$ cat src/source/lmac_defs.svh
// receive monitor constants shared by the detector and the register read path
// offsets are the low 12 bits of the host address, bits 15:12 select the MAC
`ifndef LMAC_DEFS_SVH
`define LMAC_DEFS_SVH

// CGMII control characters, valid only with the byte's control bit set
`define LMAC_SOF_CHAR           8'hFB   // start
`define LMAC_EOF_CHAR           8'hFD   // terminate

// 25G keeps one beat in four
`define LMAC_SAMPLE_PHASE_25G   2'd2    // phase count of the kept beat

// host read port
`define LMAC_RD_LATENCY         5       // start to done, in clocks
`define LMAC_REG_CTRL           12'h000 // control word readback
`define LMAC_REG_BAD_SOF        12'h040 // bad frame count and misaligned sticky

// control word bits
`define LMAC_CTRL_RX_AUTO_CLR   7       // rx counters read as zero while set

`endif

$ cat src/source/lmac_pkg.sv
// bus and register types of the receive monitor
// lane groups are 32 bits wide, eight per 256-bit beat
`default_nettype none

package lmac_pkg;

	// CGMII receive beat
	typedef logic [255:0] cgmii_data_t;   // 32 bytes, byte 0 in bits 7:0
	typedef logic [31:0]  cgmii_ctrl_t;   // one control bit per byte

	// per lane group flags
	typedef logic [7:0]   lane_group_t;   // bit g covers bytes 4g..4g+3

	// host register access
	typedef logic [31:0]  reg_word_t;
	typedef logic [15:0]  host_addr_t;    // 15:12 MAC select, 11:0 offset
	typedef logic [3:0]   sys_addr_t;     // strapped MAC number

endpackage

`default_nettype wire

$ cat src/source/cgmii_delim_detect.sv
// start/terminate decode on the 256-bit CGMII receive bus, flags one clock after the beat
// in 25G mode only the beat at phase 2 of the four-clock cycle is decoded
`default_nettype none
`include "lmac_defs.svh"

module cgmii_delim_detect
	import lmac_pkg::*;
(
	input  logic        clk,
	input  logic        reset_,
	input  logic        mode_25g,        // level, buffered one clock
	input  cgmii_data_t cgmii_rxd,
	input  cgmii_ctrl_t cgmii_rxc,
	output lane_group_t sof_valid,       // start in byte 0 of the group
	output lane_group_t sof_misaligned,  // start in bytes 1..3 of the group
	output logic        eof_seen         // terminate anywhere in the beat
);

	logic        mode_25g_buf;
	logic [1:0]  phase_25g;
	logic        sample_en;
	cgmii_ctrl_t sof_byte;              // per byte start decode
	cgmii_ctrl_t eof_byte;              // per byte terminate decode
	lane_group_t sof_first;
	lane_group_t sof_other;

	// mode rebuffer and 25G phase counter
	always_ff @(posedge clk) begin
		if (!reset_) begin
			mode_25g_buf <= 1'b0;
			phase_25g    <= 2'd0;
		end else begin
			mode_25g_buf <= mode_25g;
			phase_25g    <= mode_25g_buf ? phase_25g + 2'd1 : 2'd0; // parked at 0 outside 25G
		end
	end

	// every beat outside 25G, one in four inside
	assign sample_en = !mode_25g_buf || (phase_25g == `LMAC_SAMPLE_PHASE_25G);

	always_comb begin
		for (int b = 0; b < $bits(cgmii_ctrl_t); b++) begin
			sof_byte[b] = cgmii_rxc[b] && (cgmii_rxd[8*b +: 8] == `LMAC_SOF_CHAR);
			eof_byte[b] = cgmii_rxc[b] && (cgmii_rxd[8*b +: 8] == `LMAC_EOF_CHAR);
		end
	end

	// fold bytes into lane groups
	always_comb begin
		for (int g = 0; g < $bits(lane_group_t); g++) begin
			sof_first[g] = sof_byte[4*g];          // lanes 0, 4, 8 .. 28
			sof_other[g] = |sof_byte[4*g+1 +: 3];  // any other lane of the group
		end
	end

	// registered flags, no hold-off so repeats count again
	always_ff @(posedge clk) begin
		if (!reset_) begin
			sof_valid      <= '0;
			sof_misaligned <= '0;
			eof_seen       <= 1'b0;
		end else if (sample_en) begin
			sof_valid      <= sof_first;
			sof_misaligned <= sof_other;
			eof_seen       <= |eof_byte;
		end else begin
			sof_valid      <= '0;                 // skipped 25G beats
			sof_misaligned <= '0;
			eof_seen       <= 1'b0;
		end
	end

	// sampled 25G beats are never back to back
	a_25g_no_adjacent_sample: assert property (
		@(posedge clk) disable iff (!reset_)
		(mode_25g_buf && sample_en) |=> !(mode_25g_buf && sample_en)
	) else $error("two adjacent beats sampled in 25G mode");

endmodule

`default_nettype wire

$ cat src/source/delay_pipe.sv
// fixed latency shift register of valid and payload, DEPTH items in flight
// no stall, every item leaves exactly DEPTH clocks after it enters
`default_nettype none

module delay_pipe #(
	parameter type payload_t = logic,
	parameter int  DEPTH     = 4        // at least 1
) (
	input  logic     clk,
	input  logic     reset_,
	input  logic     in_valid,
	input  payload_t in_data,
	output logic     out_valid,
	output payload_t out_data
);

	logic [DEPTH-1:0] vld_q;            // control, cleared by reset
	payload_t         data_q [DEPTH];   // payload only

	always_ff @(posedge clk) begin
		if (!reset_) begin
			vld_q <= '0;
		end else begin
			vld_q[0] <= in_valid;
			for (int i = 1; i < DEPTH; i++)
				vld_q[i] <= vld_q[i-1];
		end
	end

	always_ff @(posedge clk) begin
		data_q[0] <= in_data;
		for (int i = 1; i < DEPTH; i++)
			data_q[i] <= data_q[i-1];
	end

	assign out_valid = vld_q[DEPTH-1];
	assign out_data  = data_q[DEPTH-1];

endmodule

`default_nettype wire

$ cat src/source/frame_delim_checker.sv
// frame open/close tracking on the detector flags and the bad frame counter
// counter clears while receive is disabled, the misaligned sticky bit clears only on reset
`default_nettype none

module frame_delim_checker
	import lmac_pkg::*;
(
	input  logic        clk,
	input  logic        reset_,
	input  logic        fmac_rxd_en,     // receive enable level
	input  logic        rx_auto_clr,     // from the control word
	input  lane_group_t sof_valid,
	input  lane_group_t sof_misaligned,
	input  logic        eof_seen,
	output reg_word_t   bad_sof_reg      // {sticky, count[30:0]}
);

	logic        sof_any;
	logic        has_sof;               // frame open
	logic        bad_nosof;             // terminate with no open frame
	logic        bad_noeof;             // start while frame still open
	logic        misaligned_sticky;
	logic        rxd_en_q;
	logic [30:0] bad_cnt;

	assign sof_any = (|sof_valid) || (|sof_misaligned);

	always_ff @(posedge clk) begin
		if (!reset_) begin
			has_sof           <= 1'b0;
			bad_nosof         <= 1'b0;
			bad_noeof         <= 1'b0;
			misaligned_sticky <= 1'b0;
		end else begin
			// start wins when a terminate and the next start share a beat
			if (|sof_valid)
				has_sof <= 1'b1;
			else if (eof_seen)
				has_sof <= 1'b0;
			bad_nosof <= eof_seen && !has_sof;
			bad_noeof <= sof_any && has_sof && !eof_seen;   // misaligned starts count too
			if (|sof_misaligned)
				misaligned_sticky <= 1'b1;
		end
	end

	// bad frame counter, two clocks after the flags
	always_ff @(posedge clk) begin
		if (!reset_) begin
			rxd_en_q <= 1'b0;
			bad_cnt  <= '0;
		end else begin
			rxd_en_q <= fmac_rxd_en;
			if (!rxd_en_q)
				bad_cnt <= '0;                  // restart from zero on re-enable
			else if (bad_nosof || bad_noeof)
				bad_cnt <= bad_cnt + 31'd1;
		end
	end

	// register view, zeroed while cleared or disabled
	always_ff @(posedge clk) begin
		if (!reset_)
			bad_sof_reg <= '0;
		else if (rx_auto_clr || !fmac_rxd_en)
			bad_sof_reg <= '0;
		else
			bad_sof_reg <= {misaligned_sticky, bad_cnt};
	end

	// at most one bad frame per clock while receive stays on
	a_cnt_single_step: assert property (
		@(posedge clk) disable iff (!reset_)
		rxd_en_q |=> (bad_cnt - $past(bad_cnt)) <= 31'd1
	) else $error("bad frame count jumped by more than one");

endmodule

`default_nettype wire

$ cat src/source/lmac_rx_monitor_top.sv
// receive frame delimiter monitor with its host read port, all on clk
// no back-pressure, reads may start every clock
`default_nettype none

module lmac_rx_monitor_top
	import lmac_pkg::*;
(
	input  logic        clk,
	input  logic        reset_,
	input  logic        mode_25g,
	input  cgmii_data_t cgmii_rxd,
	input  cgmii_ctrl_t cgmii_rxc,
	input  logic        fmac_rxd_en,
	input  reg_word_t   fmac_ctrl,
	input  logic        reg_rd_start,
	input  host_addr_t  host_addr,
	input  sys_addr_t   sys_addr,
	output logic        reg_rd_done,
	output reg_word_t   fmac_regdout
);

	lane_group_t sof_valid;
	lane_group_t sof_misaligned;
	logic        eof_seen;
	reg_word_t   bad_sof_reg;
	logic        rx_auto_clr;

	cgmii_delim_detect i_delim_detect (
		.clk            (clk),
		.reset_         (reset_),
		.mode_25g       (mode_25g),
		.cgmii_rxd      (cgmii_rxd),
		.cgmii_rxc      (cgmii_rxc),
		.sof_valid      (sof_valid),
		.sof_misaligned (sof_misaligned),
		.eof_seen       (eof_seen)
	);

	frame_delim_checker i_delim_checker (
		.clk            (clk),
		.reset_         (reset_),
		.fmac_rxd_en    (fmac_rxd_en),
		.rx_auto_clr    (rx_auto_clr),
		.sof_valid      (sof_valid),
		.sof_misaligned (sof_misaligned),
		.eof_seen       (eof_seen),
		.bad_sof_reg    (bad_sof_reg)
	);

	mac_reg_read i_reg_read (
		.clk            (clk),
		.reset_         (reset_),
		.reg_rd_start   (reg_rd_start),
		.host_addr      (host_addr),
		.sys_addr       (sys_addr),
		.fmac_ctrl      (fmac_ctrl),
		.bad_sof_reg    (bad_sof_reg),
		.rx_auto_clr    (rx_auto_clr),
		.reg_rd_done    (reg_rd_done),
		.fmac_regdout   (fmac_regdout)
	);

endmodule

`default_nettype wire

$ cat src/source/mac_reg_read.sv
// host read port, data and done return five clocks after the start pulse
// only the control and bad frame offsets decode, other offsets and other MACs read zero
`default_nettype none
`include "lmac_defs.svh"

module mac_reg_read
	import lmac_pkg::*;
(
	input  logic       clk,
	input  logic       reset_,
	input  logic       reg_rd_start,   // one clock pulse
	input  host_addr_t host_addr,      // sampled with the start
	input  sys_addr_t  sys_addr,
	input  reg_word_t  fmac_ctrl,      // level
	input  reg_word_t  bad_sof_reg,
	output logic       rx_auto_clr,
	output logic       reg_rd_done,    // one clock pulse
	output reg_word_t  fmac_regdout    // held until the next done
);

	reg_word_t fmac_ctrl_q;            // rebuffered control word
	logic      mac_hit;
	reg_word_t rd_word;
	logic      pipe_valid;
	reg_word_t pipe_data;

	always_ff @(posedge clk) begin
		if (!reset_)
			fmac_ctrl_q <= '0;
		else
			fmac_ctrl_q <= fmac_ctrl;
	end

	assign rx_auto_clr = fmac_ctrl_q[`LMAC_CTRL_RX_AUTO_CLR];

	// address decode, picked on the start clock
	assign mac_hit = (host_addr[15:12] == sys_addr);

	always_comb begin
		rd_word = '0;
		if (mac_hit) begin
			case (host_addr[11:0])
				`LMAC_REG_BAD_SOF: rd_word = bad_sof_reg;
				`LMAC_REG_CTRL:    rd_word = fmac_ctrl_q;   // readback of the buffered copy
				default:           rd_word = '0;
			endcase
		end
	end

	// four clocks in the pipe, one in the output stage
	delay_pipe #(
		.payload_t (reg_word_t),
		.DEPTH     (`LMAC_RD_LATENCY - 1)
	) i_rd_pipe (
		.clk       (clk),
		.reset_    (reset_),
		.in_valid  (reg_rd_start),
		.in_data   (rd_word),
		.out_valid (pipe_valid),
		.out_data  (pipe_data)
	);

	always_ff @(posedge clk) begin
		if (!reset_) begin
			reg_rd_done  <= 1'b0;
			fmac_regdout <= '0;
		end else begin
			reg_rd_done <= pipe_valid;
			if (pipe_valid)
				fmac_regdout <= pipe_data;          // hold between reads
		end
	end

	// fixed read latency across the pipe and output stage
	a_done_after_start: assert property (
		@(posedge clk) disable iff (!reset_)
		reg_rd_done |-> $past(reg_rd_start, `LMAC_RD_LATENCY)
	) else $error("reg_rd_done without a start five clocks earlier");

endmodule

`default_nettype wire

$ cat config.mk
export PLATFORM = sky130hd
export DESIGN_NAME = lmac_rx_monitor_top
export DESIGN_NICKNAME = d
export VERILOG_FILES = /design/src/source/lmac_pkg.sv /design/src/source/cgmii_delim_detect.sv /design/src/source/delay_pipe.sv /design/src/source/frame_delim_checker.sv /design/src/source/lmac_rx_monitor_top.sv /design/src/source/mac_reg_read.sv
export VERILOG_INCLUDE_DIRS = /design/src /design/src/source
export SDC_FILE = /design/constraint.sdc
export NUM_CORES = 1
export LEC_CHECK = 0
export ABC_CLOCK_PERIOD_IN_PS = 2450
export BUFFER_PORTS_ARGS = -buffer_cell sky130_fd_sc_hd__buf_2
export CORE_AREA = 4 4 146 148
export CTS_BUF_LIST = sky130_fd_sc_hd__clkbuf_4
export DETAILED_ROUTE_END_ITERATION = 12
export DIE_AREA = 0 0 150 152
export PLACE_DENSITY = 0.77
export SLEW_MARGIN = 30
export SYNTH_ARGS = -nofsm -noshare
export SYNTH_HDL_FRONTEND = slang
export SYNTH_SLANG_ARGS = --single-unit
$ cat constraint.sdc
create_clock -name clk -period 2.45 [get_ports clk]
set_input_delay 0 -clock clk [delete_from_list [all_inputs] [get_ports clk]]
set_output_delay 0 -clock clk [all_outputs]
set_load 0.1 [all_outputs]
==> run metrics, run 1 <==
Clock Skew about 0.028 ns; final hold vios 0; sequential area share after synthesis 61.2%; Post-Synth XOR/XNOR Area 2.35%; Slew @ Worst Pin 0.597 ns; placed cells 1457; Max Cap Viol 0; area grow syn2layout 43.8%; internal power a little under 0.007 W; largest net degree at the start of global routing 42; vias 8211; htree depth 3; Synth Area in Adders 0.269%; sw power between 0.0015 and 0.002 W; core area 20000 sq um; layout cells sized above 1 34.9%; CP required between 3 and 4 ns; num rows 52; Antenna Nets Post-Route 0; vias in the first global route between 8000 and 9000; CTS tree yes; worst skew pair latency 0.66 ns; fin area 13400 sq um; via/cell ratio 4.85; Cell Area, Placed 11500 sq um; Yosys warning total 0; P_leak 5.91 nW; CP startpoint kind input port; die width 150 um; Largest register FFs 128; commonest non-fill, non-tap cell in the layout buf_2; sequential power share 52.8%; cts repair resizes 0; Post-Synthesis Cells about 830; postcts setup bufs 0; drt pass-1 iters 5; ys async rst share 0%; Synth Area in Simple Gates 24.1%; Hold Crit Class in -> reg; GRT Util Overall 27.1%; die height 152 um; final number of setup-violating endpoints 0; Synth Area in Compound Gates 3.02%; GP Congestion 1.03; NumNets Final 1713; 1st-iter DRT viols 353; FMAX 0.421 GHz; initial antenna violation count 14; Initial Util 46.5%; Sw Share 22.6%; Peak supply drop about 0.00031 V; worst endpoint data arrival time 2.97 ns; Largest Register i_reg_read.i_rd_pipe.data_q; remaining global-route overflow 0; critical path class in -> reg; Syn Nets 1181; Non-Filler Instances 1692; fill cell count 1532; main combinational cell family by area after synthesis simple AND/OR/NAND/NOR gates; Comb power frac 7.0%; RSZ-0062 raised after global routing false; setup TNS 0 ns; Netlist cell types 42; commonest non-fill, non-tap cells in the layout 377 x buf_2, 284 x dfxtp_1, 110 x dlygate4sd3_1, 97 x clkbuf_4, 70 x and2_1; DRC viols 0; Final period util a little over nine tenths; Hold Buf Count CTS 110; clk root buf clkbuf_4; Main synth FF type dfxtp_1; count of final max-slew check failures 0; CTS Buf Count 67; mux cell area share after synthesis 6.88%; relative slew slack 60.2%; FF+latch count, synth 285; crit path capture type register; post-layout util 66.9%; CTS Buffer Depth 3; first-pass GRT wire length 46900 um; Sink Count 285; Power Density 661 nW/um^2; Mapped Area between 9000 and 10000 sq um; Mapped Avg Cell Area about 11 sq um; Worst Path Max Fanout 2; crit path time final 2.37 ns; die area 22800 sq um; Post-synth EDFFs 0; IO Port Bufs around 380; Clock power frac 40.2%; post-DP HPWL 23400 um; register-to-register setup slack roughly 0.4 ns; DRT Wirelength 31700 um; WL per Instance 18.8 um; status completed; Ports 378; Clock transition at path regs 0.07 ns
## worst max-delay path, cell delays in order
cell and delay [ns]:
dlygate4sd3_1 0.55, buf_2 0.13, nor4_1 0.28, dlygate4sd3_1 0.60, nor4_1 0.05, dlygate4sd3_1 0.60, a41oi_1 0.20, dlygate4sd3_1 0.56
## stage by stage
stage	setup WS, ns	power, W	hold slack (ns)
after floorplan	0.668	0.00492	0.0759
final	0.0765	0.00886	0.111
after global routing	0.0489	0.00927	0.125
after detailed placement	0.468	0.00526	0.189
after CTS	0.143	0.00892	0.0784
after global placement	0.534	0.00525	0.185
## cells in the mapped netlist, types with 3 or more instances
cell | n | area, sq um
nor3_1 | 8 | 40.0
o32ai_1 | 3 | 26.3
nand2_1 | 21 | 78.8
nor4_1 | 13 | 81.3
o21ai_0 | 9 | 45.0
and2_1 | 70 | 438
xor2_1 | 19 | 166
inv_1 | 16 | 60.1
o2111ai_1 | 4 | 35.0
nand4_1 | 33 | 206
and3_1 | 11 | 68.8
nand3_1 | 15 | 75.1
buf_6 | 3 | 33.8
a21oi_1 | 13 | 65.1
or3_1 | 7 | 43.8
nor4b_1 | 12 | 105
xnor2_1 | 6 | 52.6
nor2_1 | 67 | 251
and4_1 | 28 | 245
clkbuf_1 | 26 | 97.6
or4_1 | 6 | 45.0
nor2b_1 | 34 | 213
nand2b_1 | 8 | 50.1
dfxtp_1 | 285 | 5710
nor3b_1 | 20 | 150
nand4b_1 | 12 | 105
mux2i_1 | 64 | 641
## area by class of cell
cell class | count | area (sq um) | area share, %
Clock buffer | 97 | 728 | 5.44
Inverter | 16 | 60.1 | 0.448
Antenna cell | 9 | 22.5 | 0.168
Multi-Input combinational cell | 502 | 3410 | 25.5
Tap cell | 270 | 338 | 2.52
Sequential cell | 285 | 5710 | 42.6
Clock inverter | 19 | 91.3 | 0.682
Timing Repair Buffer | 494 | 3040 | 22.7
## final timing paths
path                                                         start                                  to  depth (start not counted)
worst max-delay path                                cgmii_rxd[209]             i_delim_detect.eof_seen                          8
worst min-delay path                                  host_addr[8]   i_reg_read.i_rd_pipe.data_q[0][2]                          6
worst max register to register          i_delim_checker.bad_cnt[7]         i_delim_checker.bad_cnt[28]                          5
worst min register to register  i_reg_read.i_rd_pipe.data_q[0][20]  i_reg_read.i_rd_pipe.data_q[1][20]                          0
## routing by layer
metal	wire length, um	GRT usage, %	vias up
li1	-	-	4031
met1	13900	35.4	3799
met2	14800	43.2	325
met3	2430	9.15	48
met4	543	7.36	8
met5	57	0	-
## logic make-up after synthesis
logic type               Yosys count
AND/OR/NAND/NOR                  369
flip-flops                       285
multiplexers                      64
buffers and inverters             47
AO/OA/AOI/OAI                     42
XOR/XNOR                          25
adder cells (fa/ha/maj)            2
## power by group through the flow
stage / combinational [W] / sequential (W) / clock, W
finish: 0.000616 / 0.00468 / 0.00356
global route: 0.000660 / 0.00468 / 0.00393
CTS: 0.000597 / 0.00468 / 0.00365
detailed placement: 0.000481 / 0.00478 / 0
global placement: 0.000474 / 0.00478 / 0
floorplan: 0.000144 / 0.00478 / 0
(Power assumes the default switching activity.)
==> inputs of run 2 (changes only) <==
--- a/config.mk
+++ b/config.mk
@@ -8,12 +8,11 @@
 export LEC_CHECK = 0
 export ABC_CLOCK_PERIOD_IN_PS = 2450
 export BUFFER_PORTS_ARGS = -buffer_cell sky130_fd_sc_hd__buf_2
-export CORE_AREA = 4 4 146 148
-export CTS_BUF_LIST = sky130_fd_sc_hd__clkbuf_4
+export CORE_AREA = 2 2 147 149
 export DETAILED_ROUTE_END_ITERATION = 12
-export DIE_AREA = 0 0 150 152
-export PLACE_DENSITY = 0.77
-export SLEW_MARGIN = 30
+export DIE_AREA = 0 0 149 151
+export PLACE_DENSITY = 0.75
+export SLEW_MARGIN = 20
 export SYNTH_ARGS = -nofsm -noshare
 export SYNTH_HDL_FRONTEND = slang
 export SYNTH_SLANG_ARGS = --single-unit
==> run 2 against run 1 <==
Register-to-register slack gained 0.03 ns. Via count is 3.9% lower. Cell area down 1.5%. Clock skew is 0.013 ns lower. Sequential share of layout area up 0.65 points. Total power is 7.8% higher. Critical path type is now reg -> reg. Non-clock buffer count fell by 31. Clock power grew 21%. Maximum frequency is 18% higher. First-iteration DRC count up 24%. Die area down 1.3%. Critical endpoint is now i_delim_checker.bad_cnt[28]. Critical path depth decreased by 3.
==> run metrics, run 2 (synthesis results as in run 1) <==
register-to-register setup slack 0.44 ns; die area 22500 sq um; die width 149 um; Clock Skew 0.0149 ns; crit path capture type register; Initial Util 44.7%; CTS Buffer Depth 3; Clock transition at path regs 0.07 ns; placed cells 1466; core area 20800 sq um; via/cell ratio 4.96; drt pass-1 iters 6; Hold Path Sink i_delim_detect.sof_misaligned[0]; Largest register FFs about 130; area of the multi-input gates roughly 3400 sq um; Sink Count 285; Largest Register i_reg_read.i_rd_pipe.data_q; DRT Wirelength around 30000 um; final hold vios 0; Max Cap Viol 0; clk root buf clkbuf_16; count of final max-slew check failures 0; GP Congestion 1.02; Non-Filler Instances 1592; FMAX 0.497 GHz; commonest non-fill, non-tap cells in the layout 377 x buf_2, 284 x dfxtp_1, 75 x dlygate4sd3_1, 70 x and2_1, 67 x nor2_1; status completed; DRC viols 0; remaining global-route overflow 0; commonest non-fill, non-tap cell in the layout buf_2; r2r startpoint i_delim_checker.bad_cnt[7]; worst skew pair latency 0.53 ns; vias around 7900; reg2reg path depth 5; fill cell count 1625; post-DP HPWL 22800 um; Ports 378; overall power roughly 0.0096 W; crit path time final 2.01 ns; hold path startpoint cgmii_rxd[26]; initial antenna violation count 8; Power Density 724 nW/um^2; worst endpoint data arrival time 2.46 ns; Worst Path Max Fanout 8; RSZ-0062 raised after global routing false; postcts setup bufs 0; GRT Util Overall 25.9%; CTS tree yes; Slew @ Worst Pin 0.646 ns; Hold Crit Class in -> reg; final worst slack about 0.44 ns; register area 5710 sq um; critical path class reg -> reg; area grow syn2layout 41.7%; final number of setup-violating endpoints 0; post-layout util 63.4%; die height 151 um; reg2reg end i_delim_checker.bad_cnt[28]; 1st-iter DRT viols 439; first-pass GRT wire length 43900 um; CP required ~2.9 ns; largest net degree at the start of global routing 68; DP Worst Slack 0.500 ns; Peak supply drop 0.000547 V; IO Port Bufs 377; num rows 53; WL per Instance 18.9 um; setup TNS 0 ns; layout cells sized above 1 33.5%; CP startpoint kind register; vias in the first global route 7957; P_leak around 5.7 nW; CTS Buf Count 28; hold path depth 4; NumNets Final about 1600; htree depth 1; relative slew slack 56.9%; Antenna Nets Post-Route 0; Final period util 82.1%
-- run 2: cell types whose count changed in the layout (fill, tap and decap cells not counted), moves of 2 or more --
cell and delta:
clkbuf_1 +3, clkbuf_4 -97, buf_4 +4, bufinv_16 +3, clkinvlp_4 +2, clkbuf_8 +3
clkinv_1 -13, clkbuf_16 +29, diode_2 -7, dlygate4sd3_1 -35
-- run 2: final cells by class --
| cell class | instances | area share, % |
|---|---|---|
| flip-flops and latches | 285 | 43.2 |
| multi-input cells | 502 | 25.8 |
| repair buffers | 463 | 20.6 |
| clock buffers | 35 | 5.90 |
| well taps | 275 | 2.61 |
| clock inverters | 14 | 1.31 |
| inverters | 16 | 0.455 |
| diodes | 2 | 0.0379 |
-- run 2: timing repair --
action	CTS	global route
resized for setup	0	0
hold endpoints to repair	60	0
hold buffers	75	0
-- run 2: per-layer routing --
| metal | GRT usage, % | wire [um] | vias up |
|---|---|---|---|
| met5 | 0 | 63 | - |
| met4 | 6.95 | 607 | 8 |
| li1 | - | - | 3840 |
| met2 | 44.2 | 14200 | 289 |
| met1 | 33.9 | 13200 | 3710 |
| met3 | 4.76 | 2010 | 46 |
-- run 2: worst max-delay path by stage --
stage                                          start                           to  slack [ns]
after floorplan           i_delim_checker.bad_cnt[7]  i_delim_checker.bad_cnt[29]        0.67
after global placement    i_delim_checker.bad_cnt[7]  i_delim_checker.bad_cnt[29]        0.55
after detailed placement  i_delim_checker.bad_cnt[7]  i_delim_checker.bad_cnt[29]        0.50
after CTS                 i_delim_checker.bad_cnt[7]  i_delim_checker.bad_cnt[28]        0.47
after global routing      i_delim_checker.bad_cnt[7]  i_delim_checker.bad_cnt[30]        0.30
final                     i_delim_checker.bad_cnt[7]  i_delim_checker.bad_cnt[28]        0.44
-- run 2: where the power goes --
part	internal [W]	switching [W]
logic	0.000336	0.000237
registers	0.00467	0.0000145
clock network	0.00258	0.00172
total	0.00758	0.00197
-- run 2: critical path: stages (launching register included) --
cell and delay [ns]:
dfxtp_1 0.41, and4_4 0.26, and4_1 0.39, nand4_1 0.30, or3_1 0.42, a21oi_1 0.16
-- run 2: metrics by stage --
| stage | instance area (sq um) | hold slack, ns |
|---|---|---|
| CTS | 13200 | 0.000666 |
| floorplan | 9320 | 0.0759 |
| global placement | 11500 | 0.184 |
| finish | 13200 | 0.00410 |
| detailed placement | 11500 | 0.185 |
| global route | 13200 | 0.0358 |
==> inputs of run 3 (changes only) <==
--- a/config.mk
+++ b/config.mk
@@ -6,7 +6,7 @@
 export SDC_FILE = /design/constraint.sdc
 export NUM_CORES = 1
 export LEC_CHECK = 0
-export ABC_CLOCK_PERIOD_IN_PS = 2450
+export ABC_CLOCK_PERIOD_IN_PS = 2100
 export BUFFER_PORTS_ARGS = -buffer_cell sky130_fd_sc_hd__buf_2
 export CORE_AREA = 2 2 147 149
 export DETAILED_ROUTE_END_ITERATION = 12
==> constraint.sdc (replaced) <==
create_clock -name clk -period 2.1 [get_ports clk]
set_input_delay 0 -clock clk [delete_from_list [all_inputs] [get_ports clk]]
set_output_delay 0 -clock clk [all_outputs]
set_load 0.1 [all_outputs]
==> run 3 against run 2 <==
Cell area increased by 0.95%. Count of clock-buffer cells in the layout unchanged. Combinational power increased by 21%. Utilization increased by 0.60 points. Worst setup slack got worse by 0.32 ns. Clock skew decreased by 0.0015 ns. Cell count increased by 1.0%.
==> run metrics, run 3 (synthesis results as in run 1) <==
worst path cell trace and4_1 > and3_1 > nand4_1 > or3_1 > a21oi_1; first-pass GRT wire length ~45000 um; final hold vios 0; Worst path slowest cell or3_1; CP required 2.57 ns; IO Port Bufs 377; htree depth 1; DRT Wirelength 30700 um; count of final max-slew check failures 0; Largest register FFs 128; DP Worst Slack -0.00696 ns; crit path capture type register; largest net degree at the start of global routing 47; commonest non-fill, non-tap cells in the layout 377 x buf_2, 284 x dfxtp_1, 90 x dlygate4sd3_1, 70 x and2_1, 67 x nor2_1; 1st-iter DRT viols 407; Initial Util 44.7%; r2r startpoint i_delim_checker.bad_cnt[3]; Clock transition at path regs about 0.060 ns; Largest Register i_reg_read.i_rd_pipe.data_q; num rows 53; WL per Instance around 19 um; Crit path depth 5; register-to-register setup slack 0.12 ns; NumNets Final around 1700; via/cell ratio 4.96; Antenna Nets Post-Route 0; area grow syn2layout 43.0%; drt pass-1 iters 5; CTS Buffer Depth 3; worst skew pair latency 0.54 ns; relative slew slack about 33%; P_leak 5.80 nW; fill cell count about 1600; Ports 378; reg2reg end i_delim_checker.bad_cnt[30]; crit-path max cell delay 0.45 ns; WP buf/inv 0; CTS tree yes; GRT Util Overall 26.7%; critical path class reg -> reg; crit path time final 1.98 ns; clk root buf clkbuf_16; fin area 13300 sq um; vias in the first global route 7996; remaining global-route overflow 0; register area 5710 sq um; Peak supply drop slightly above 0.0006 V; die area ~22000 sq um; Slew @ Worst Pin between 1 and 1.5 ns; Hold Crit Class in -> reg; vias 7980; commonest non-fill, non-tap cell in the layout buf_2; DRC viols 0; final worst slack around 0.12 ns; reg2reg path depth 5; die width 149 um; Worst Path Max Fanout 6; Clock Skew about 0.013 ns; Final period util 94.4%; layout cells sized above 1 33.0%; worst endpoint data arrival time 2.45 ns; core area 20800 sq um; Cell Area, Placed 11500 sq um; CTS Buf Count 27; CP startpoint kind register; Max Cap Viol 0; GP Congestion 0.984; initial antenna violation count 5; FMAX 0.505 GHz; post-layout util 64.0%; post-DP HPWL 23200 um; Critical path origin i_delim_checker.bad_cnt[3]; critical path's top delay family simple AND/OR/NAND/NOR gates; status completed; RSZ-0062 raised after global routing false; final number of setup-violating endpoints 0; die height 151 um; Sink Count 285; area of the multi-input gates 3410 sq um; Power Density 832 nW/um^2; worst setup path endpoint i_delim_checker.bad_cnt[30]
run 3: worst min-delay path by stage:
stage / from / end / slack, ns / cells past startpoint
global placement: cgmii_rxd[66] / i_delim_detect.sof_valid[2] / 0.18 / 2
finish: cgmii_rxd[18] / i_delim_detect.eof_seen / 0.009 / 5
detailed placement: cgmii_rxd[2] / i_delim_detect.sof_valid[0] / 0.18 / 2
global route: cgmii_rxd[9] / i_delim_detect.sof_misaligned[0] / 0.06 / 4
CTS: cgmii_rxd[82] / i_delim_detect.eof_seen / 0.0003 / 5
floorplan: cgmii_rxd[2] / i_delim_detect.sof_valid[0] / 0.08 / 1
run 3: final cells by class:
class	instances	area share (%)
diodes	4	0.0751
flip-flops and latches	285	42.8
repair buffers	477	21.6
clock buffers	35	5.60
well taps	275	2.58
clock inverters	14	1.29
multi-input cells	502	25.6
inverters	16	0.451
run 3: worst register-to-register path: cells and delay by family, from the launching register on:
kind             cells  cell delay (ns)
AND/OR/NAND/NOR      4             1.35
flip-flops           1             0.42
AO/OA/AOI/OAI        1             0.15
run 3: timing repair:
action	CTS	global route
gates resized for setup	0	1
setup endpoints to repair	0	3
hold buffers	90	0
endpoints found under the hold margin	55	0
setup buffers	0	0
run 3: stage by stage:
step | setup TNS (ns) | hold WS [ns] | cells | total power (W)
after detailed placement | -0.00696 | 0.185 | 1465 | 0.00615
after floorplan | 0 | 0.0759 | 834 | 0.00574
after CTS | 0 | 0.000344 | 1604 | 0.0111
after global placement | -0.00155 | 0.180 | 1465 | 0.00614
after global routing | 0 | 0.0562 | 1606 | 0.0114
final | 0 | 0.00887 | 1608 | 0.0111
run 3: report_power, final:
part,total (W),internal [W],switching (W)
Clock,0.00493,0.00290,0.00204
Combinational,0.000693,0.000409,0.000284
Sequential,0.00546,0.00545,0.0000174
run 3: routing by layer:
metal | part of all wire, % | vias to the layer above | wire length [um] | global-route usage, %
li1 | - | 3873 | - | -
met4 | 2.4 | 2 | 749 | 7.19
met5 | 0.042 | - | 13 | 1.14
met2 | 47 | 306 | 14400 | 45.1
met3 | 7.2 | 49 | 2200 | 6.14
met1 | 43 | 3750 | 13400 | 34.4
